--- config.mk ---
export PLATFORM = sky130hd
export DESIGN_NAME = ntm_vector_collector_flat
export DESIGN_NICKNAME = d
export VERILOG_FILES = /design/src/ntm_arithmetic_pkg.sv /design/src/ntm_scalar_if.sv /design/src/ntm_vector_collector.sv /design/src/flat_wrapper.sv
export SDC_FILE = /design/constraint.sdc
export NUM_CORES = 1
export LEC_CHECK = 0
export BUFFER_PORTS_ARGS = -buffer_cell sky130_fd_sc_hd__buf_2
export CAP_MARGIN = 20
export CELL_PAD_IN_SITES_DETAIL_PLACEMENT = 2
export CELL_PAD_IN_SITES_GLOBAL_PLACEMENT = 2
export CORE_UTILIZATION = 27
export CTS_CLUSTER_SIZE = 40
export DETAILED_ROUTE_END_ITERATION = 12
export PLACE_DENSITY = 0.8
export SLEW_MARGIN = 20
export SYNTH_ARGS = -nofsm -noshare
export SYNTH_HDL_FRONTEND = slang
export SYNTH_SLANG_ARGS = --single-unit
--- constraint.sdc ---
create_clock -name CLK -period 1.9 [get_ports CLK]
set_clock_uncertainty 0.05 [all_clocks]
set_input_delay 0 -clock CLK [delete_from_list [all_inputs] [get_ports CLK]]
set_output_delay 0 -clock CLK [all_outputs]
set_load 0.005 [all_outputs]
--- src/ntm_arithmetic_pkg.sv ---
package ntm_arithmetic_pkg;

  ////////////////////
  // Float word types
  ////////////////////

  // One IEEE-754 double as raw bits
  typedef logic [63:0] float_word_t;

  // Biased exponent field of a double
  typedef logic [10:0] exponent_t;

  // Reset value of data registers
  localparam float_word_t ZERO_DATA = '0;

  // Exponent of infinity and NaN
  localparam exponent_t EXPONENT_ALL_ONES = '1;

  // Exponent field position inside the word
  localparam int EXPONENT_MSB = 62;
  localparam int EXPONENT_LSB = 52;

endpackage

--- src/ntm_scalar_if.sv ---
`timescale 1ns/10ps

interface ntm_scalar_if #(
  parameter int CONTROL_SIZE = 8
) ();

  import ntm_arithmetic_pkg::*;

  // Issue side, one pair per start pulse
  logic                    start;
  logic                    operation;
  float_word_t             data_a;
  float_word_t             data_b;
  logic [CONTROL_SIZE-1:0] size;

  // Result side, one pulse per pair
  logic        ready;
  float_word_t data_out;
  logic        overflow;

  modport loader (output start, operation, data_a, data_b, size, input ready);

  modport adder (input start, operation, data_a, data_b, output ready, data_out, overflow);

  // Collector also needs the latched vector length
  modport collector (input size, ready, data_out, overflow);

endinterface

--- src/ntm_vector_collector.sv ---
`timescale 1ns/10ps

module ntm_vector_collector #(
  parameter int CONTROL_SIZE = 8
) (
  input  logic                            CLK,
  input  logic                            RST,
  ntm_scalar_if.collector                 scalar,
  output ntm_arithmetic_pkg::float_word_t DATA_OUT,
  output logic                            DATA_OUT_ENABLE,
  output logic                            OVERFLOW_OUT,
  output logic                            READY
);

  import ntm_arithmetic_pkg::*;

  ////////////////////
  // Types and signals
  ////////////////////

  // Element counter width follows the length
  typedef logic [CONTROL_SIZE-1:0] count_t;

  // Results already passed out in this vector
  count_t done_count;
  count_t count_next;

  assign count_next = done_count + 1'b1;

  ////////////////////
  // Result path
  ////////////////////

  always_ff @(posedge CLK or posedge RST) begin
    if (RST) begin
      DATA_OUT        <= ZERO_DATA;
      DATA_OUT_ENABLE <= 1'b0;
      OVERFLOW_OUT    <= 1'b0;
      READY           <= 1'b0;
      done_count      <= '0;
    end else begin
      // One enable per adder result, no back-pressure
      DATA_OUT_ENABLE <= scalar.ready;
      READY           <= 1'b0;

      if (scalar.ready) begin
        DATA_OUT <= scalar.data_out;

        // First result of a vector drops the old sticky flag
        if (done_count == '0) begin
          OVERFLOW_OUT <= scalar.overflow;
        end else begin
          OVERFLOW_OUT <= OVERFLOW_OUT | scalar.overflow;
        end

        // Last element closes the vector
        if (count_next == scalar.size) begin
          READY      <= 1'b1;
          done_count <= '0;
        end else begin
          done_count <= count_next;
        end
      end
    end
  end

  // End of vector only comes with a result
  ready_with_data : assert property (@(posedge CLK) disable iff (RST)
    READY |-> DATA_OUT_ENABLE);

endmodule

--- src/flat_wrapper.sv ---
// flat-port wrapper written by rule: the top's interface ports become plain ports
module ntm_vector_collector_flat import ntm_arithmetic_pkg::*;
#(
  parameter int CONTROL_SIZE = 8
)
  (CLK, RST, DATA_OUT, DATA_OUT_ENABLE, OVERFLOW_OUT, READY, scalar_size, scalar_ready, scalar_data_out, scalar_overflow);
  ntm_scalar_if #(.CONTROL_SIZE(CONTROL_SIZE)) scalar_i ();
  input  logic CLK;
  input  logic RST;
  output ntm_arithmetic_pkg::float_word_t DATA_OUT;
  output logic DATA_OUT_ENABLE;
  output logic OVERFLOW_OUT;
  output logic READY;
  input wire logic [$bits(scalar_i.size)-1:0] scalar_size;
  input wire logic [$bits(scalar_i.ready)-1:0] scalar_ready;
  input wire logic [$bits(scalar_i.data_out)-1:0] scalar_data_out;
  input wire logic [$bits(scalar_i.overflow)-1:0] scalar_overflow;
  assign scalar_i.size = scalar_size;
  assign scalar_i.ready = scalar_ready;
  assign scalar_i.data_out = scalar_data_out;
  assign scalar_i.overflow = scalar_overflow;
  ntm_vector_collector #(.CONTROL_SIZE(CONTROL_SIZE)) u_core (.CLK(CLK), .RST(RST), .scalar(scalar_i), .DATA_OUT(DATA_OUT), .DATA_OUT_ENABLE(DATA_OUT_ENABLE), .OVERFLOW_OUT(OVERFLOW_OUT), .READY(READY));
endmodule
==> results.sh <==
export IMPL_status="finished with violations"
export IMPL_violations="design-rule violations, negative setup slack"
export IMPL_p_per_area_mw_per_mm2=929
export IMPL_htree_levels=3
export IMPL_synthTopCellsByArea="dfrtp_1 (58%), mux2_2 (23%), buf_6 (2.4%), nor3_2 (1.2%), nand3_1 (1.1%)"
export IMPL_finalWirelength_um=11600
export IMPL_drive_gt1_share_pct=57.6
export IMPL_row_count=39
export IMPL_overflow=0
export IMPL_core_area_mm2=0.0116
export IMPL_cts_buffer_depth=2
export IMPL_antenna_cells=0
export IMPL_synth_compound_area_share_pct=3.98
export IMPL_fmax_ghz=0.495
export IMPL_cts_root_buffer="clkbuf_16"
export IMPL_num_vias=2769
export IMPL_r2r_start="u_core.done_count[1]$_DFFE_PP0P_"
export IMPL_ant_nets=0
export IMPL_crit_path_cell_trace="inv_2 -> ha_4 -> xor2_2 -> a21oi_2 -> o221ai_2 -> nor4_2 -> buf_4 -> a21oi_2 -> mux2_4"
export IMPL_intPower_mw=3.49
export IMPL_register_area_mm2=0.00188
export IMPL_syn_area_mm2=0.00324
export IMPL_finalNetCount=543
export IMPL_critPathRequiredTime_ps=2060
export IMPL_dp_hpwl_um=6930
export IMPL_antenna_found_initial=0
export IMPL_hold_viol=0
export IMPL_vias_per_cell=4.52
export IMPL_die_y_um=112
export IMPL_power_frac_seq_pct=39.0
export IMPL_multiInputGateArea_mm2=0.00134
export IMPL_synth_ff_latch_count=75
export IMPL_chipWidth_um=112
export IMPL_drt_pass1_iterations=8
export IMPL_critPathLaunch="u_core.done_count[1]$_DFFE_PP0P_"
export IMPL_wl_per_cell_um=18.9
export IMPL_first_global_vias=3304
export IMPL_reg2reg_slack_ps=-120
export IMPL_reg2reg_to="u_core.done_count[0]$_DFFE_PP0P_"
export IMPL_synth_edf_count=0
export IMPL_initial_core_util_pct=28.0
export IMPL_synthCells=236
export IMPL_crit_path_max_fanout=4
export IMPL_finalNonFillerCells=612
export IMPL_pwr_share_comb_pct=29.5
export IMPL_avgSynthCellArea_um2=13.7
export IMPL_rsz0062_at_grt="yes"
export IMPL_yosysTopAreaCell="dfrtp_1"
export IMPL_post_route_period_util_pct=106
export IMPL_finalMaxSlewViolations=0
export IMPL_p_switching_mw=1.43
export IMPL_finalCriticalPeriod_ps=2020
export IMPL_slowest_stage="dfrtp_2"
export IMPL_synth_fp_nets=314
export IMPL_grt_max_degree=76
export IMPL_hold_class="primary input to flop"
export IMPL_ys_top_cells_by_count="dfrtp_1 (75), mux2_2 (65), nor2_1 (9)"
export IMPL_critPathKind="flop to flop"
export IMPL_grt_usage_pct=19.5
export IMPL_place_ws_ps=-277
export IMPL_cts_tree="yes"
export IMPL_relSlewSlack_pct=73.2
export IMPL_numPortBuffers=142
export IMPL_reg2reg_depth=9
export IMPL_fin_ws_ps=-119
export IMPL_cp_arrival_ps=2180
export IMPL_yosys_area_share_simple_pct=7.83
export IMPL_cts_buffers=9
export IMPL_critPathMostFrequentCell="a21oi_2"
export IMPL_clkTransAtPathRegs_ps=50
export IMPL_setup_viol=8
export IMPL_p_clk_share_pct=31.4
export IMPL_synth_top_family_by_area="multiplexers"
export IMPL_cp_end_kind="flop"
export IMPL_cts_sinks=75
export IMPL_ios=143
export IMPL_synthFlopType="dfrtp_1"
export IMPL_yosysWarnings=0
export IMPL_tightest_slew_ps=402
export IMPL_endpoint="u_core.done_count[0]$_DFFE_PP0P_"
export IMPL_ys_types=37
export IMPL_grt_pass1_wl_um=18500
export IMPL_synth_mux_area_fraction_pct=23.2
export IMPL_p_leak_nw=2.45
export IMPL_area_growth_pct=63.4
export IMPL_drcViolationCount=8
export IMPL_max_stage_delay_ps=440
export IMPL_async_flop_share_pct=100
export IMPL_dieArea_mm2=0.0124
export IMPL_finalInstanceArea_mm2=0.00530
export IMPL_num_fill_cells=1164
export IMPL_synthAdderAreaFrac_pct=0.772
export IMPL_synth_xor_area_share_pct=2.16
export IMPL_yosysSeqAreaShare_pct=57.9
export IMPL_yosysMostFrequentCell="dfrtp_1"
export IMPL_cp_start_kind="flop"
export IMPL_post_route_util_pct=45.8
export IMPL_cap_violations=0
export IMPL_swShare_pct=29.0
export IMPL_synth_top_area_share_pct=57.9
export IMPL_clk_insertion_delay_late_ps=320
export IMPL_first_iter_violations=99
export IMPL_irDropWorstVdd_uv=426
export IMPL_place_inst=525
export IMPL_placed_cell_area_mm2=0.00420
export IMPL_gp_congestion=0.799
==> cell usage in the layout, fill, tap and decap left out, types with 5 or more instances in the layout <==
cell type,instances
mux2_2,64
dfrtp_1,74
buf_4,19
nand3_1,6
clkbuf_16,9
nand2_1,8
nor2_1,9
nor3_2,5
buf_2,141
dlygate4sd3_1,67
==> registers in the layout (all words and copies together), names as in the netlist <==
name and cells:
u_core.done_count 8, u_core.DATA_OUT_ENABLE 1, u_core.OVERFLOW_OUT 1, u_core.READY 1, u_core.DATA_OUT 64
==> critical path: cells and delay by family (launching register included) <==
kind	cells	cell delay, ps
AOI/OAI and AO/OA	3	300
and+or+nand+nor	1	200
buffers and inverters	2	290
DFF	1	440
muxes	1	260
xor gates and xnor gates	1	140
adders and majority gates	1	220
==> timing repair <==
| action | CTS | global route |
|---|---|---|
| hold endpoints to repair | 141 | 0 |
| cloned | 0 | 0 |
| gates resized for setup | 10 | 17 |
| buffers inserted | 3 | 2 |
| endpoints found under the setup margin | 9 | 9 |
| pin swaps | 8 | 5 |
| hold buffers | 67 | 0 |
==> cell families after synthesis <==
group | after synthesis
AOI/OAI and AO/OA | 19
xor gates and xnor gates | 8
adders and majority gates | 2
buffers and inverters | 20
DFF | 75
muxes | 67
and+or+nand+nor | 45
==> routing by layer <==
layer / vias up / GRT usage, % / part of all wire, %
met5: - / 0 / 0
met2: 68 / 39.9 / 60
li1: 1284 / - / -
met4: 0 / 5.50 / 0.89
met3: 8 / 4.46 / 3.8
met1: 1409 / 19.3 / 35
==> power groups by stage <==
stage               logic, mW  registers (mW)  clock network (mW)
floorplan               0.596            1.92                   0
global placement         1.02            1.91                   0
detailed placement       1.09            1.93                   0
CTS                      1.32            1.90                1.58
global route             1.56            1.94                1.65
finish                   1.45            1.92                1.55
==> layout make-up <==
class	count	share of cell area [%]
clock buffers	13	4.72
clock inverters	2	0.236
inverters	5	0.425
multi-input cells	141	25.3
flip-flops and latches	75	35.5
well taps	143	3.38
repair buffers	233	30.4
==> metrics by stage <==
stage | power [mW] | hold WS, ps | TNS (ps)
final | 4.92 | 255 | -571
after global routing | 5.16 | 255 | -1360
after CTS | 4.79 | 252 | -362
after detailed placement | 3.02 | 113 | -1790
after global placement | 2.93 | 101 | -958
after floorplan | 2.52 | -18.6 | 0
==> worst min-delay path by stage <==
stage,from,endpoint,slack [ps],depth (start not counted)
finish,scalar_size[6],u_core.done_count[5]$_DFFE_PP0P_,250,4
global placement,RST,u_core.DATA_OUT[59]$_DFFE_PP0P_,100,3
floorplan,scalar_ready,u_core.DATA_OUT_ENABLE$_DFF_PP0_,-20,0
CTS,scalar_size[6],u_core.done_count[5]$_DFFE_PP0P_,250,4
global route,scalar_size[6],u_core.done_count[5]$_DFFE_PP0P_,250,4
detailed placement,RST,u_core.DATA_OUT[59]$_DFFE_PP0P_,110,3
Power figures use the tool's default switching activity.
