## src/ntm_arithmetic_pkg.sv

```systemverilog
package ntm_arithmetic_pkg;

  ////////////////////
  // Float word types
  ////////////////////

  // One IEEE-754 double as raw bits
  typedef logic [63:0] float_word_t;

  // Biased exponent field of a double
  typedef logic [10:0] exponent_t;

  // Reset value of data registers
  localparam float_word_t ZERO_DATA = '0;

  // Exponent of infinity and NaN
  localparam exponent_t EXPONENT_ALL_ONES = '1;

  // Exponent field position inside the word
  localparam int EXPONENT_MSB = 62;
  localparam int EXPONENT_LSB = 52;

endpackage

```

## src/ntm_scalar_if.sv

```systemverilog
`timescale 1ns/10ps

interface ntm_scalar_if #(
  parameter int CONTROL_SIZE = 8
) ();

  import ntm_arithmetic_pkg::*;

  // Issue side, one pair per start pulse
  logic                    start;
  logic                    operation;
  float_word_t             data_a;
  float_word_t             data_b;
  logic [CONTROL_SIZE-1:0] size;

  // Result side, one pulse per pair
  logic        ready;
  float_word_t data_out;
  logic        overflow;

  modport loader (output start, operation, data_a, data_b, size, input ready);

  modport adder (input start, operation, data_a, data_b, output ready, data_out, overflow);

  // Collector also needs the latched vector length
  modport collector (input size, ready, data_out, overflow);

endinterface

```

## src/ntm_vector_loader.sv

```systemverilog
`timescale 1ns/10ps

module ntm_vector_loader #(
  parameter int CONTROL_SIZE = 8
) (
  input  logic                           CLK,
  input  logic                           RST,
  input  logic                           START,
  input  logic                           OPERATION,
  input  logic [CONTROL_SIZE-1:0]        SIZE_IN,
  input  ntm_arithmetic_pkg::float_word_t DATA_A_IN,
  input  logic                           DATA_A_IN_ENABLE,
  input  ntm_arithmetic_pkg::float_word_t DATA_B_IN,
  input  logic                           DATA_B_IN_ENABLE,
  ntm_scalar_if.loader                   scalar
);

  ////////////////////
  // Types and signals
  ////////////////////

  // Element counter width follows the length port
  typedef logic [CONTROL_SIZE-1:0] count_t;

  typedef enum logic [1:0] {
    IDLE,
    COLLECT,
    ISSUE
  } loader_state_t;

  loader_state_t state;

  // One flag per operand, so A and B may come in any order
  logic a_full;
  logic b_full;

  // Pairs handed to the adder in this vector
  count_t issued_count;

  ////////////////////
  // Operand holding
  ////////////////////

  // Interface data lines double as the operand registers
  always_ff @(posedge CLK) begin
    if (DATA_A_IN_ENABLE) begin
      scalar.data_a <= DATA_A_IN;
    end
    if (DATA_B_IN_ENABLE) begin
      scalar.data_b <= DATA_B_IN;
    end
  end

  ////////////////////
  // Control FSM
  ////////////////////

  always_ff @(posedge CLK or posedge RST) begin
    if (RST) begin
      state            <= IDLE;
      scalar.start     <= 1'b0;
      scalar.operation <= 1'b0;
      scalar.size      <= '0;
      issued_count     <= '0;
      a_full           <= 1'b0;
      b_full           <= 1'b0;
    end else begin
      // Start is a single cycle pulse
      scalar.start <= 1'b0;

      // Operand arrival, in any state
      if (DATA_A_IN_ENABLE) begin
        a_full <= 1'b1;
      end
      if (DATA_B_IN_ENABLE) begin
        b_full <= 1'b1;
      end

      case (state)
        IDLE: begin
          // Vector length and operation fixed for the whole vector
          if (START) begin
            scalar.size      <= SIZE_IN;
            scalar.operation <= OPERATION;
            issued_count     <= '0;
            state            <= COLLECT;
          end
        end
        COLLECT: begin
          // Nothing outstanding here, so a full pair goes out at once
          if (a_full && b_full) begin
            scalar.start <= 1'b1;
            a_full       <= 1'b0;
            b_full       <= 1'b0;
            issued_count <= issued_count + 1'b1;
            state        <= ISSUE;
          end
        end
        ISSUE: begin
          // Pair outstanding until the adder answers
          if (scalar.ready) begin
            state <= (issued_count == scalar.size) ? IDLE : COLLECT;
          end
        end
        default: begin
          state <= IDLE;
        end
      endcase
    end
  end

  // An operand is never overwritten before its pair has gone out
  a_not_overrun : assert property (@(posedge CLK) disable iff (RST)
    DATA_A_IN_ENABLE |-> !a_full);
  b_not_overrun : assert property (@(posedge CLK) disable iff (RST)
    DATA_B_IN_ENABLE |-> !b_full);

endmodule

```

## src/flat_wrapper.sv

```systemverilog
// flat-port wrapper written by rule: the top's interface ports become plain ports
module ntm_vector_loader_flat 
#(
  parameter int CONTROL_SIZE = 8
)
  (CLK, RST, START, OPERATION, SIZE_IN, DATA_A_IN, DATA_A_IN_ENABLE, DATA_B_IN, DATA_B_IN_ENABLE, scalar_start, scalar_operation, scalar_data_a, scalar_data_b, scalar_size, scalar_ready);
  ntm_scalar_if #(.CONTROL_SIZE(CONTROL_SIZE)) scalar_i ();
  input  logic CLK;
  input  logic RST;
  input  logic START;
  input  logic OPERATION;
  input  logic [CONTROL_SIZE-1:0] SIZE_IN;
  input  ntm_arithmetic_pkg::float_word_t DATA_A_IN;
  input  logic DATA_A_IN_ENABLE;
  input  ntm_arithmetic_pkg::float_word_t DATA_B_IN;
  input  logic DATA_B_IN_ENABLE;
  output wire logic [$bits(scalar_i.start)-1:0] scalar_start;
  output wire logic [$bits(scalar_i.operation)-1:0] scalar_operation;
  output wire logic [$bits(scalar_i.data_a)-1:0] scalar_data_a;
  output wire logic [$bits(scalar_i.data_b)-1:0] scalar_data_b;
  output wire logic [$bits(scalar_i.size)-1:0] scalar_size;
  input wire logic [$bits(scalar_i.ready)-1:0] scalar_ready;
  assign scalar_start = scalar_i.start;
  assign scalar_operation = scalar_i.operation;
  assign scalar_data_a = scalar_i.data_a;
  assign scalar_data_b = scalar_i.data_b;
  assign scalar_size = scalar_i.size;
  assign scalar_i.ready = scalar_ready;
  ntm_vector_loader #(.CONTROL_SIZE(CONTROL_SIZE)) u_core (.CLK(CLK), .RST(RST), .START(START), .OPERATION(OPERATION), .SIZE_IN(SIZE_IN), .DATA_A_IN(DATA_A_IN), .DATA_A_IN_ENABLE(DATA_A_IN_ENABLE), .DATA_B_IN(DATA_B_IN), .DATA_B_IN_ENABLE(DATA_B_IN_ENABLE), .scalar(scalar_i));
endmodule
```

## config.mk

```make
export PLATFORM = sky130hd
export DESIGN_NAME = ntm_vector_loader_flat
export DESIGN_NICKNAME = d
export VERILOG_FILES = /design/src/ntm_arithmetic_pkg.sv /design/src/ntm_scalar_if.sv /design/src/ntm_vector_loader.sv /design/src/flat_wrapper.sv
export SDC_FILE = /design/constraint.sdc
export NUM_CORES = 1
export LEC_CHECK = 0
export BUFFER_PORTS_ARGS = -buffer_cell sky130_fd_sc_hd__clkbuf_2
export CORE_AREA = 2 2 108 110
export CTS_CLUSTER_SIZE = 12
export DETAILED_ROUTE_END_ITERATION = 8
export DIE_AREA = 0 0 110 112
export GPL_TIMING_DRIVEN = 0
export PLACE_DENSITY = 0.8
export SLEW_MARGIN = 10
export SYNTH_ARGS = -nofsm -noshare
export SYNTH_HDL_FRONTEND = slang
export SYNTH_SLANG_ARGS = --single-unit
```

## constraint.sdc

```tcl
create_clock -name CLK -period 3.5 [get_ports CLK]
set_clock_uncertainty 0.05 [all_clocks]
set_input_delay 0.525 -clock CLK [delete_from_list [all_inputs] [get_ports CLK]]
set_output_delay 0.525 -clock CLK [all_outputs]
set_load 0.05 [all_outputs]
```

==> reports/metrics.csv, run 1 <==
metric,value,unit
postSynthAreaPerCell,22.7,um^2
worst-path-max-fanout,3,
overflow,0,
status,finished clean,
wl_per_cell,18.0,um
path_delay_family,flip-flops,
synth_nets,359,
instances_no_fill,669,
first_pass_iters,7,
wl,12000,um
coreArea,0.0112,mm^2
grt_first_pass_wirelength,17400,um
yosys-top-cells-area,"edfxtp_1 (79%), dfrtp_1 (11%), mux2_2 (2.8%), xor2_1 (1.4%), a21oi_1 (0.62%)",
area_growth,43.1,%
fp-row-count,39,
port-buffer-count,280,
fin_crit_sh,47.7,%
crit_path_end_kind,output port,
ant_nets,0,
cts_resized,0,
cp_cell_sequence,clkbuf_2,
cp.required,2.92,ns
synth_warnings,0,
grt_pass1_vias,3186,
final_cell_area,0.00697,mm^2
whs,0.224,ns
critical_path_buf_inv_count,1,
power.total,0.00506,W
rsz0062_at_grt,false,
irDropWorstVdd,0.000399,V
viasPerCell,4.67,
critPathArrivalTime,1.09,ns
drc_errors,0,
setup_violations,0,
cpMaxStageDelayCell,dfrtp_1,
ioPinCount,281,
clock_latency,0.40,ns
power_density,725,mW/mm^2
ys_seq_elements,150,
tritoncts,done,
syn_area,0.00487,mm^2
antenna_found_initial,0,
diodes,0,
dieArea,0.0123,mm^2
crit_path_max_incr_delay,0.39,ns
tns,0,ns
cts_sinks,150,
slew_viol_final,0,
p_leak,3.11,nW
htreeDepth,4,
drv_cap,0,
via_count,3123,
cp-start-kind,flop,
placedInstanceArea,0.00646,mm^2
root_buffer,clkbuf_16,
grtUsageTotal,19.5,%
drtIter0Drc,193,
hold_path.class,in -> async,
critPathKind,reg -> out,
finalCriticalPeriod,1.67,ns
clockBufferDepth,2,
routabilityCongestion,0.860,
die_h,112,um
drive_above_1_share,61.4,%
cts_hold_buf,0,
final_common_cell,clkbuf_2,
synthCells,215,
most-common-layout-cells,"clkbuf_2 (278), edfxtp_1 (128), dfrtp_1 (22)",
worst_pin_slew,0.899,ns
fp.dieW,110,um
fmax,599,MHz
relSlewSlack,40.0,%
final_nets,658,
ys_seq_area_share,90.2,%
start_util,43.6,%
hold_viol,0,
post_cts_buffers,0,
numCtsBuffers,17,
synthDistinctLibCells,25,
fill_cells,829,
grt_max_degree,66,
hpwl,9290,um
cts.clk_slew.worst_paths,0.06,ns
yosys.area.top_type,edfxtp_1,
place_inst,638,
synth_top_area_share,78.9,%
## logic make-up after synthesis
logic type                 share of synthesized area, %
DFF                                                90.2
AOI/OAI and AO/OA                                  1.64
muxes                                              2.98
adders and majority gates                         0.257
and+or+nand+nor                                    3.00
xor gates and xnor gates                           1.44
buffers and inverters                             0.488
## metrics by stage
stage	util [%]	setup WS, ns
after global placement	57.7	1.37
after global routing	62.4	1.75
after detailed placement	57.8	1.65
final	62.4	1.83
after CTS	62.4	1.80
after floorplan	-	1.96
## Yosys cell counts
master      n
a21oi_1     6
a22o_1      1
a31oi_1     1
buf_2       1
buf_4       1
dfrtp_1    22
edfxtp_1  128
ha_1        1
inv_1       3
mux2_2     12
mux2i_1     1
nand2_1     2
nand2b_1    1
nand3_1     3
nand4b_2    1
nor2_1      7
nor2b_1     1
nor3_1      1
nor3b_4     1
nor4_1      2
o21ai_0     4
o31ai_1     2
or3_1       3
or4_1       2
xor2_1      8
## area by class of cell
cell class | count | area, um^2 | share of cell area (%)
Inverter | 3 | 11.3 | 0.162
Sequential cell | 150 | 4390 | 63.0
Multi-Input combinational cell | 60 | 454 | 6.51
Clock buffer | 18 | 429 | 6.16
Clock inverter | 13 | 85.1 | 1.22
Buffer | 2 | 12.5 | 0.179
Tap cell | 143 | 179 | 2.57
Timing Repair Buffer | 280 | 1410 | 20.2
## metal layers
metal	track usage, %	routed length (um)
met1	22.5	4410
met2	33.0	6350
met3	7.44	1060
met4	6.24	210
met5	0	0
## sequential cells by signal, indices dropped and copies added (netlist names)
| register | count |
|---|---|
| u_core.scalar.start | 1 |
| u_core.scalar.data_a | 64 |
| u_core.scalar.data_b | 64 |
| u_core.scalar.operation | 1 |
| u_core.a_full | 1 |
| u_core.scalar.size | 8 |
| u_core.b_full | 1 |
| u_core.state | 2 |
| u_core.issued_count | 8 |
## power by group
part,switching [W],internal [W]
Combinational,0.000878,0.000306
Clock,0.000672,0.000894
Sequential,0.000132,0.00217
Total,0.00168,0.00337
## final timing paths
kind,end,cells after the start,slack (ns),from
min reg2reg,u_core.scalar.operation,1,0.49,u_core.scalar.operation
min in group CLK,u_core.scalar.data_a[12],1,0.25,DATA_A_IN[12]
max,scalar_size[4],1,1.83,u_core.scalar.size[4]
max reg2reg,u_core.scalar.operation,3,1.83,u_core.state[0]
min,u_core.scalar.size[0],2,0.22,RST
max in group asynchronous,u_core.issued_count[5],2,2.64,RST
No activity file was read; power rests on OpenSTA's default activity.
==> inputs of run 2 (changes only) <==
--- a/config.mk
+++ b/config.mk
@@ -6,12 +6,11 @@
 export NUM_CORES = 1
 export LEC_CHECK = 0
 export BUFFER_PORTS_ARGS = -buffer_cell sky130_fd_sc_hd__clkbuf_2
-export CORE_AREA = 2 2 108 110
+export CORE_UTILIZATION = 39
 export CTS_CLUSTER_SIZE = 12
 export DETAILED_ROUTE_END_ITERATION = 8
-export DIE_AREA = 0 0 110 112
 export GPL_TIMING_DRIVEN = 0
-export PLACE_DENSITY = 0.8
+export PLACE_DENSITY = 0.75
 export SLEW_MARGIN = 10
 export SYNTH_ARGS = -nofsm -noshare
 export SYNTH_HDL_FRONTEND = slang
==> constraint.sdc (replaced) <==
create_clock -name CLK -period 1.4 [get_ports CLK]
set_clock_uncertainty 0.05 [all_clocks]
set_input_delay 0.21 -clock CLK [delete_from_list [all_inputs] [get_ports CLK]]
set_output_delay 0.21 -clock CLK [all_outputs]
set_load 0.05 [all_outputs]
==> run 2 against run 1 <==
Net effect:
- the run now ends with negative setup slack left
- first-iteration DRC count is 7.3% lower
- sequential power grew to 2.5 times the previous value
- count of clock-buffer cells in the layout is 1 higher
- worst hold slack better by 0.048 ns
- clock power grew to 2.8 times the previous value
- non-clock buffer count is 154 higher
- die area is 5.1% higher
==> reports/metrics.csv, run 2 (same netlist as run 1, synthesis figures left out) <==
metric,value,unit
status,"complete, but fails checks",
violations,negative setup slack,
power.share.clock,31.0,%
via_count,3898,
cts_sinks,150,
final_common_cell,clkbuf_2,
worst_pin_slew,0.907,ns
p_leak,3.86,nW
hold_path.class,in -> reg,
viasPerCell,4.58,
setup_violations,14,
die_h,114,um
ioPinCount,281,
tns,-0.866,ns
drc_errors,0,
slew_viol_final,0,
ant_nets,0,
drtIter0Drc,179,
fin_crit_sh,107,%
tritoncts,done,
rsz0062_at_grt,true,
power_density,1620,mW/mm^2
switching_share,33.2,%
wl_per_cell,19.4,um
grt_first_pass_wirelength,23100,um
internal_power,0.00944,W
worstHoldStart,START,
irDropWorstVdd,0.00134,V
whs,0.272,ns
routabilityCongestion,0.793,
coreArea,0.0121,mm^2
start_util,40.2,%
first_pass_iters,4,
most-common-layout-cells,"clkbuf_2 (273), dlygate4sd3_1 (139), edfxtp_1 (128)",
cp-start-kind,flop,
clock_latency,0.42,ns
crit_path_start,u_core.issued_count[1],
combPwrFrac,27.8,%
drive_above_1_share,52.1,%
finalCriticalPeriod,1.50,ns
worst-path-max-fanout,3,
numCtsBuffers,17,
reg_top3,"u_core.scalar.data_a (64), u_core.scalar.data_b (64)",
hpwl,9380,um
hold_viol,0,
cp.required,1.69,ns
fp.dieW,114,um
dieArea,0.0129,mm^2
crit_path_end_kind,flop,
port-buffer-count,280,
htreeDepth,4,
power.switching,0.00469,W
wl,16500,um
overflow,0,
critPathArrivalTime,1.78,ns
drv_cap,0,
r2r_start,u_core.issued_count[1],
cts.clk_slew.worst_paths,0.07,ns
final_nets,812,
fmax,669,MHz
grtUsageTotal,25.3,%
relSlewSlack,39.5,%
grt_max_degree,66,
fp-row-count,40,
antenna_found_initial,3,
root_buffer,clkbuf_16,
fin_ws,-0.0958,ns
clockBufferDepth,2,
p_seq_share,41.2,%
critPathKind,reg -> reg,
area_growth,79.1,%
grt_pass1_vias,4012,
-- run 2: changes by cell type in the layout (fill, tap and decap cells not counted), moves of 3 or more --
cell,change
mux2_2,-10
buf_4,+10
a21oi_1,-4
mux2_4,+10
buf_6,+4
dlygate4sd3_1,+139
buf_2,+3
clkbuf_2,-5
clkinvlp_4,-3
diode_2,+3
a21oi_2,+4
-- run 2: cell type report --
| class | instances | area, um^2 |
|---|---|---|
| Sequential cell | 150 | 4400 |
| Fill cell | 754 | 3390 |
| Timing Repair Buffer | 434 | 2920 |
| Multi-Input combinational cell | 60 | 582 |
| Clock buffer | 19 | 433 |
| Tap cell | 168 | 210 |
| Clock inverter | 13 | 130 |
| Buffer | 2 | 26.3 |
| Inverter | 3 | 16.3 |
| Antenna cell | 3 | 7.51 |
-- run 2: worst paths after layout --
| check | end | slack (ns) | depth (start not counted) |
|---|---|---|---|
| worst max-delay path | u_core.issued_count[6] | -0.1 | 4 |
| worst min-delay path | u_core.state[0] | 0.27 | 4 |
| worst max register to register | u_core.issued_count[6] | -0.1 | 4 |
| worst min register to register | u_core.scalar.operation | 0.48 | 1 |
| max in group asynchronous | u_core.state[1] | 0.28 | 3 |
| min in group asynchronous | u_core.scalar.size[0] | 0.45 | 3 |
-- run 2: worst max-delay path, cell delays in order (launching register included) --
cell	delay (ns)
dfrtp_1	0.41
ha_2	0.22
nand3_2	0.09
or4_4	0.52
a21oi_2	0.12
-- run 2: routing by layer --
| layer | wire length [um] | GRT usage (%) | vias up |
|---|---|---|---|
| li1 | - | - | 1749 |
| met1 | 5760 | 25.4 | 1926 |
| met2 | 9040 | 46.9 | 177 |
| met3 | 1130 | 7.76 | 46 |
| met4 | 594 | 13.5 | 0 |
| met5 | 0 | 0 | - |
-- run 2: repair_timing --
action / CTS / global route
hold buffers: 139 / 0
gates cloned: 1 / 0
pin swaps: 10 / 3
resized for setup: 16 / 21
endpoints found under the hold margin: 160 / 0
endpoints found under the setup margin: 18 / 19
buffers inserted: 8 / 6
-- run 2: metrics by stage --
stage                     total power (W)  cells  utilization, %  instance area, um^2  setup slack, ns
after detailed placement          0.00892    663            53.9                 6530           -0.224
after global routing               0.0146    852            72.0                 8730           -0.139
after floorplan                   0.00802    215               -                 4910          -0.0319
after global placement            0.00886    663            53.9                 6520           -0.411
final                              0.0141    852            72.0                 8730          -0.0958
after CTS                          0.0138    843            71.0                 8600          -0.0540
-- run 2: power by group through the flow --
stage	Clock [W]	Sequential [W]	Combinational [W]
global route	0.00462	0.00588	0.00408
global placement	0	0.00585	0.00300
finish	0.00438	0.00582	0.00392
CTS	0.00437	0.00579	0.00362
floorplan	0	0.00740	0.000617
detailed placement	0	0.00588	0.00304
==> inputs of run 3 (changes only) <==
--- a/config.mk
+++ b/config.mk
@@ -10,7 +10,7 @@
 export CTS_CLUSTER_SIZE = 12
 export DETAILED_ROUTE_END_ITERATION = 8
 export GPL_TIMING_DRIVEN = 0
-export PLACE_DENSITY = 0.75
+export PLACE_DENSITY_LB_ADDON = 0.1
 export SLEW_MARGIN = 10
 export SYNTH_ARGS = -nofsm -noshare
 export SYNTH_HDL_FRONTEND = slang
==> run 3 against run 2 <==
Net effect:
- sequential cell count stayed put
- via count is 2.7% lower
- global-route usage is 2.3 points lower
- core utilization is 0.27 points lower
- critical path depth stayed put
- the run still ends with negative setup slack left
- sequential power hardly changed
- clock power is 6.2% lower
- maximum frequency is 3.5% higher
- cell area is 0.37% lower
- sequential share of layout area is 0.20 points higher
- combinational power is 2% lower
- highest routed layer unchanged
==> reports/metrics.csv, run 3 (same netlist as run 1, synthesis figures left out) <==
metric,value,unit
status,"complete, but fails checks",
violations,negative setup slack,
via_count,3794,
regToRegEndpoint,u_core.issued_count[5],
p_leak,3.86,nW
crit_path_end_kind,flop,
reg2regPathDepth,4,
fin_ws,-0.0452,ns
wl_per_cell,17.3,um
cp_cell_sequence,nand4b_4 -> buf_6 -> o31ai_1 -> a21oi_2,
drive_above_1_share,52.1,%
crit_path_max_incr_delay,0.43,ns
placedInstanceArea,0.00653,mm^2
final_nets,814,
r2r_start,u_core.state[1],
drc_errors,0,
tritoncts,done,
cts.clk_slew.worst_paths,0.06,ns
diodes,0,
ff2ff_setup_slack,-0.05,ns
root_buffer,clkbuf_16,
fmax,692,MHz
area_growth,78.4,%
most-common-layout-cells,"clkbuf_2 (273), dlygate4sd3_1 (139), edfxtp_1 (128)",
power_density,1580,mW/mm^2
fp-row-count,40,
coreArea,0.0121,mm^2
start_util,40.2,%
wl,14700,um
cp-start-kind,flop,
overflow,0,
critPathKind,reg -> reg,
irDropWorstVdd,0.00111,V
first_pass_iters,4,
utilization,71.8,%
cp.required,1.64,ns
htreeDepth,4,
finalCriticalPeriod,1.45,ns
clock_latency,0.41,ns
worstHoldStart,START,
ioPinCount,281,
cts_sinks,150,
whs_path_depth,4,
final_common_cell,clkbuf_2,
hold_viol,0,
antenna_found_initial,0,
numCtsBuffers,17,
critPathArrivalTime,1.69,ns
grtUsageTotal,23.1,%
hold_path.class,in -> reg,
rsz0062_at_grt,true,
fp.dieW,114,um
slew_viol_final,0,
die_h,114,um
setup_violations,5,
drv_cap,0,
reg_top3,"u_core.scalar.data_a (64), u_core.scalar.data_b (64)",
ant_nets,0,
viasPerCell,4.46,
fin_crit_sh,103,%
worst_pin_slew,0.902,ns
relSlewSlack,39.9,%
grt_max_degree,66,
clockBufferDepth,2,
routabilityCongestion,0.772,
grt_pass1_vias,3909,
dieArea,0.0129,mm^2
grt_first_pass_wirelength,21500,um
cpMaxStageDelayCell,dfrtp_2,
hold_end,u_core.state[0],
final_cell_area,0.00869,mm^2
worst-path-max-fanout,5,
hpwl,9020,um
drtIter0Drc,187,
port-buffer-count,280,
-- run 3: changes by cell type in the layout (fill, tap and decap cells not counted), sizes merged --
| cell | delta |
|---|---|
| inv | -1 |
| clkinv | +2 |
| buf | +3 |
| diode | -3 |
| bufinv | -2 |
-- run 3: layer usage --
layer	GRT usage (%)	vias to the layer above	routed length [um]
met3	6.91	30	863
met4	10.0	0	374
li1	-	1752	-
met5	0	-	0
met2	42.5	164	8150
met1	24.4	1848	5310
-- run 3: how the worst max path moves through the flow --
stage / endpoint / startpoint / cells after the start / slack [ns]
floorplan: u_core.scalar.operation / u_core.state[1] / 3 / -0.03
global placement: u_core.scalar.data_a[60] / DATA_A_IN_ENABLE / 1 / -0.42
detailed placement: u_core.issued_count[7] / u_core.state[1] / 4 / -0.21
CTS: u_core.issued_count[5] / u_core.state[1] / 3 / -0.03
global route: u_core.issued_count[5] / u_core.state[1] / 4 / -0.1
finish: u_core.issued_count[5] / u_core.state[1] / 4 / -0.05
-- run 3: where the power goes --
group          total (W)  switching, W  internal, W
clock            0.00411       0.00175      0.00236
combinational    0.00384       0.00245      0.00139
sequential       0.00579      0.000348      0.00544
-- run 3: area by class of cell --
type	count	area [um^2]
Sequential cell	150	4400
Fill cell	827	3420
Timing Repair Buffer	436	2940
Multi-Input combinational cell	60	564
Clock buffer	20	458
Tap cell	168	210
Clock inverter	12	80.1
Buffer	2	26.3
Inverter	3	16.3
-- run 3: repair_timing --
item / 4_1_cts / 5_1_grt
pin swaps: 12 / 2
gates cloned: 1 / 0
setup endpoints to repair: 17 / 19
hold buffers: 139 / 0
gates resized for setup: 17 / 17
hold endpoints to repair: 160 / 0
buffers inserted: 14 / 2
-- run 3: per-stage QoR --
stage	hold slack [ns]	instances	total power [W]	setup TNS [ns]	worst slack, ns
3_5_place_dp	0.339	663	0.00890	-1.79	-0.206
5_1_grt	0.250	851	0.0142	-0.471	-0.0996
3_3_place_gp	0.337	663	0.00886	-55.35	-0.423
6_report	0.227	851	0.0137	-0.108	-0.0452
2_1_floorplan	0.149	215	0.00802	-0.157	-0.0319
4_1_cts	0.209	849	0.0136	-0.0541	-0.0292
-- run 3: worst max-delay path: cells and delay by family (launching register included) --
kind            cells  cell delay, ns
buf+inv             1            0.18
compound gates      2            0.44
flops               1            0.43
simple gates        1            0.23
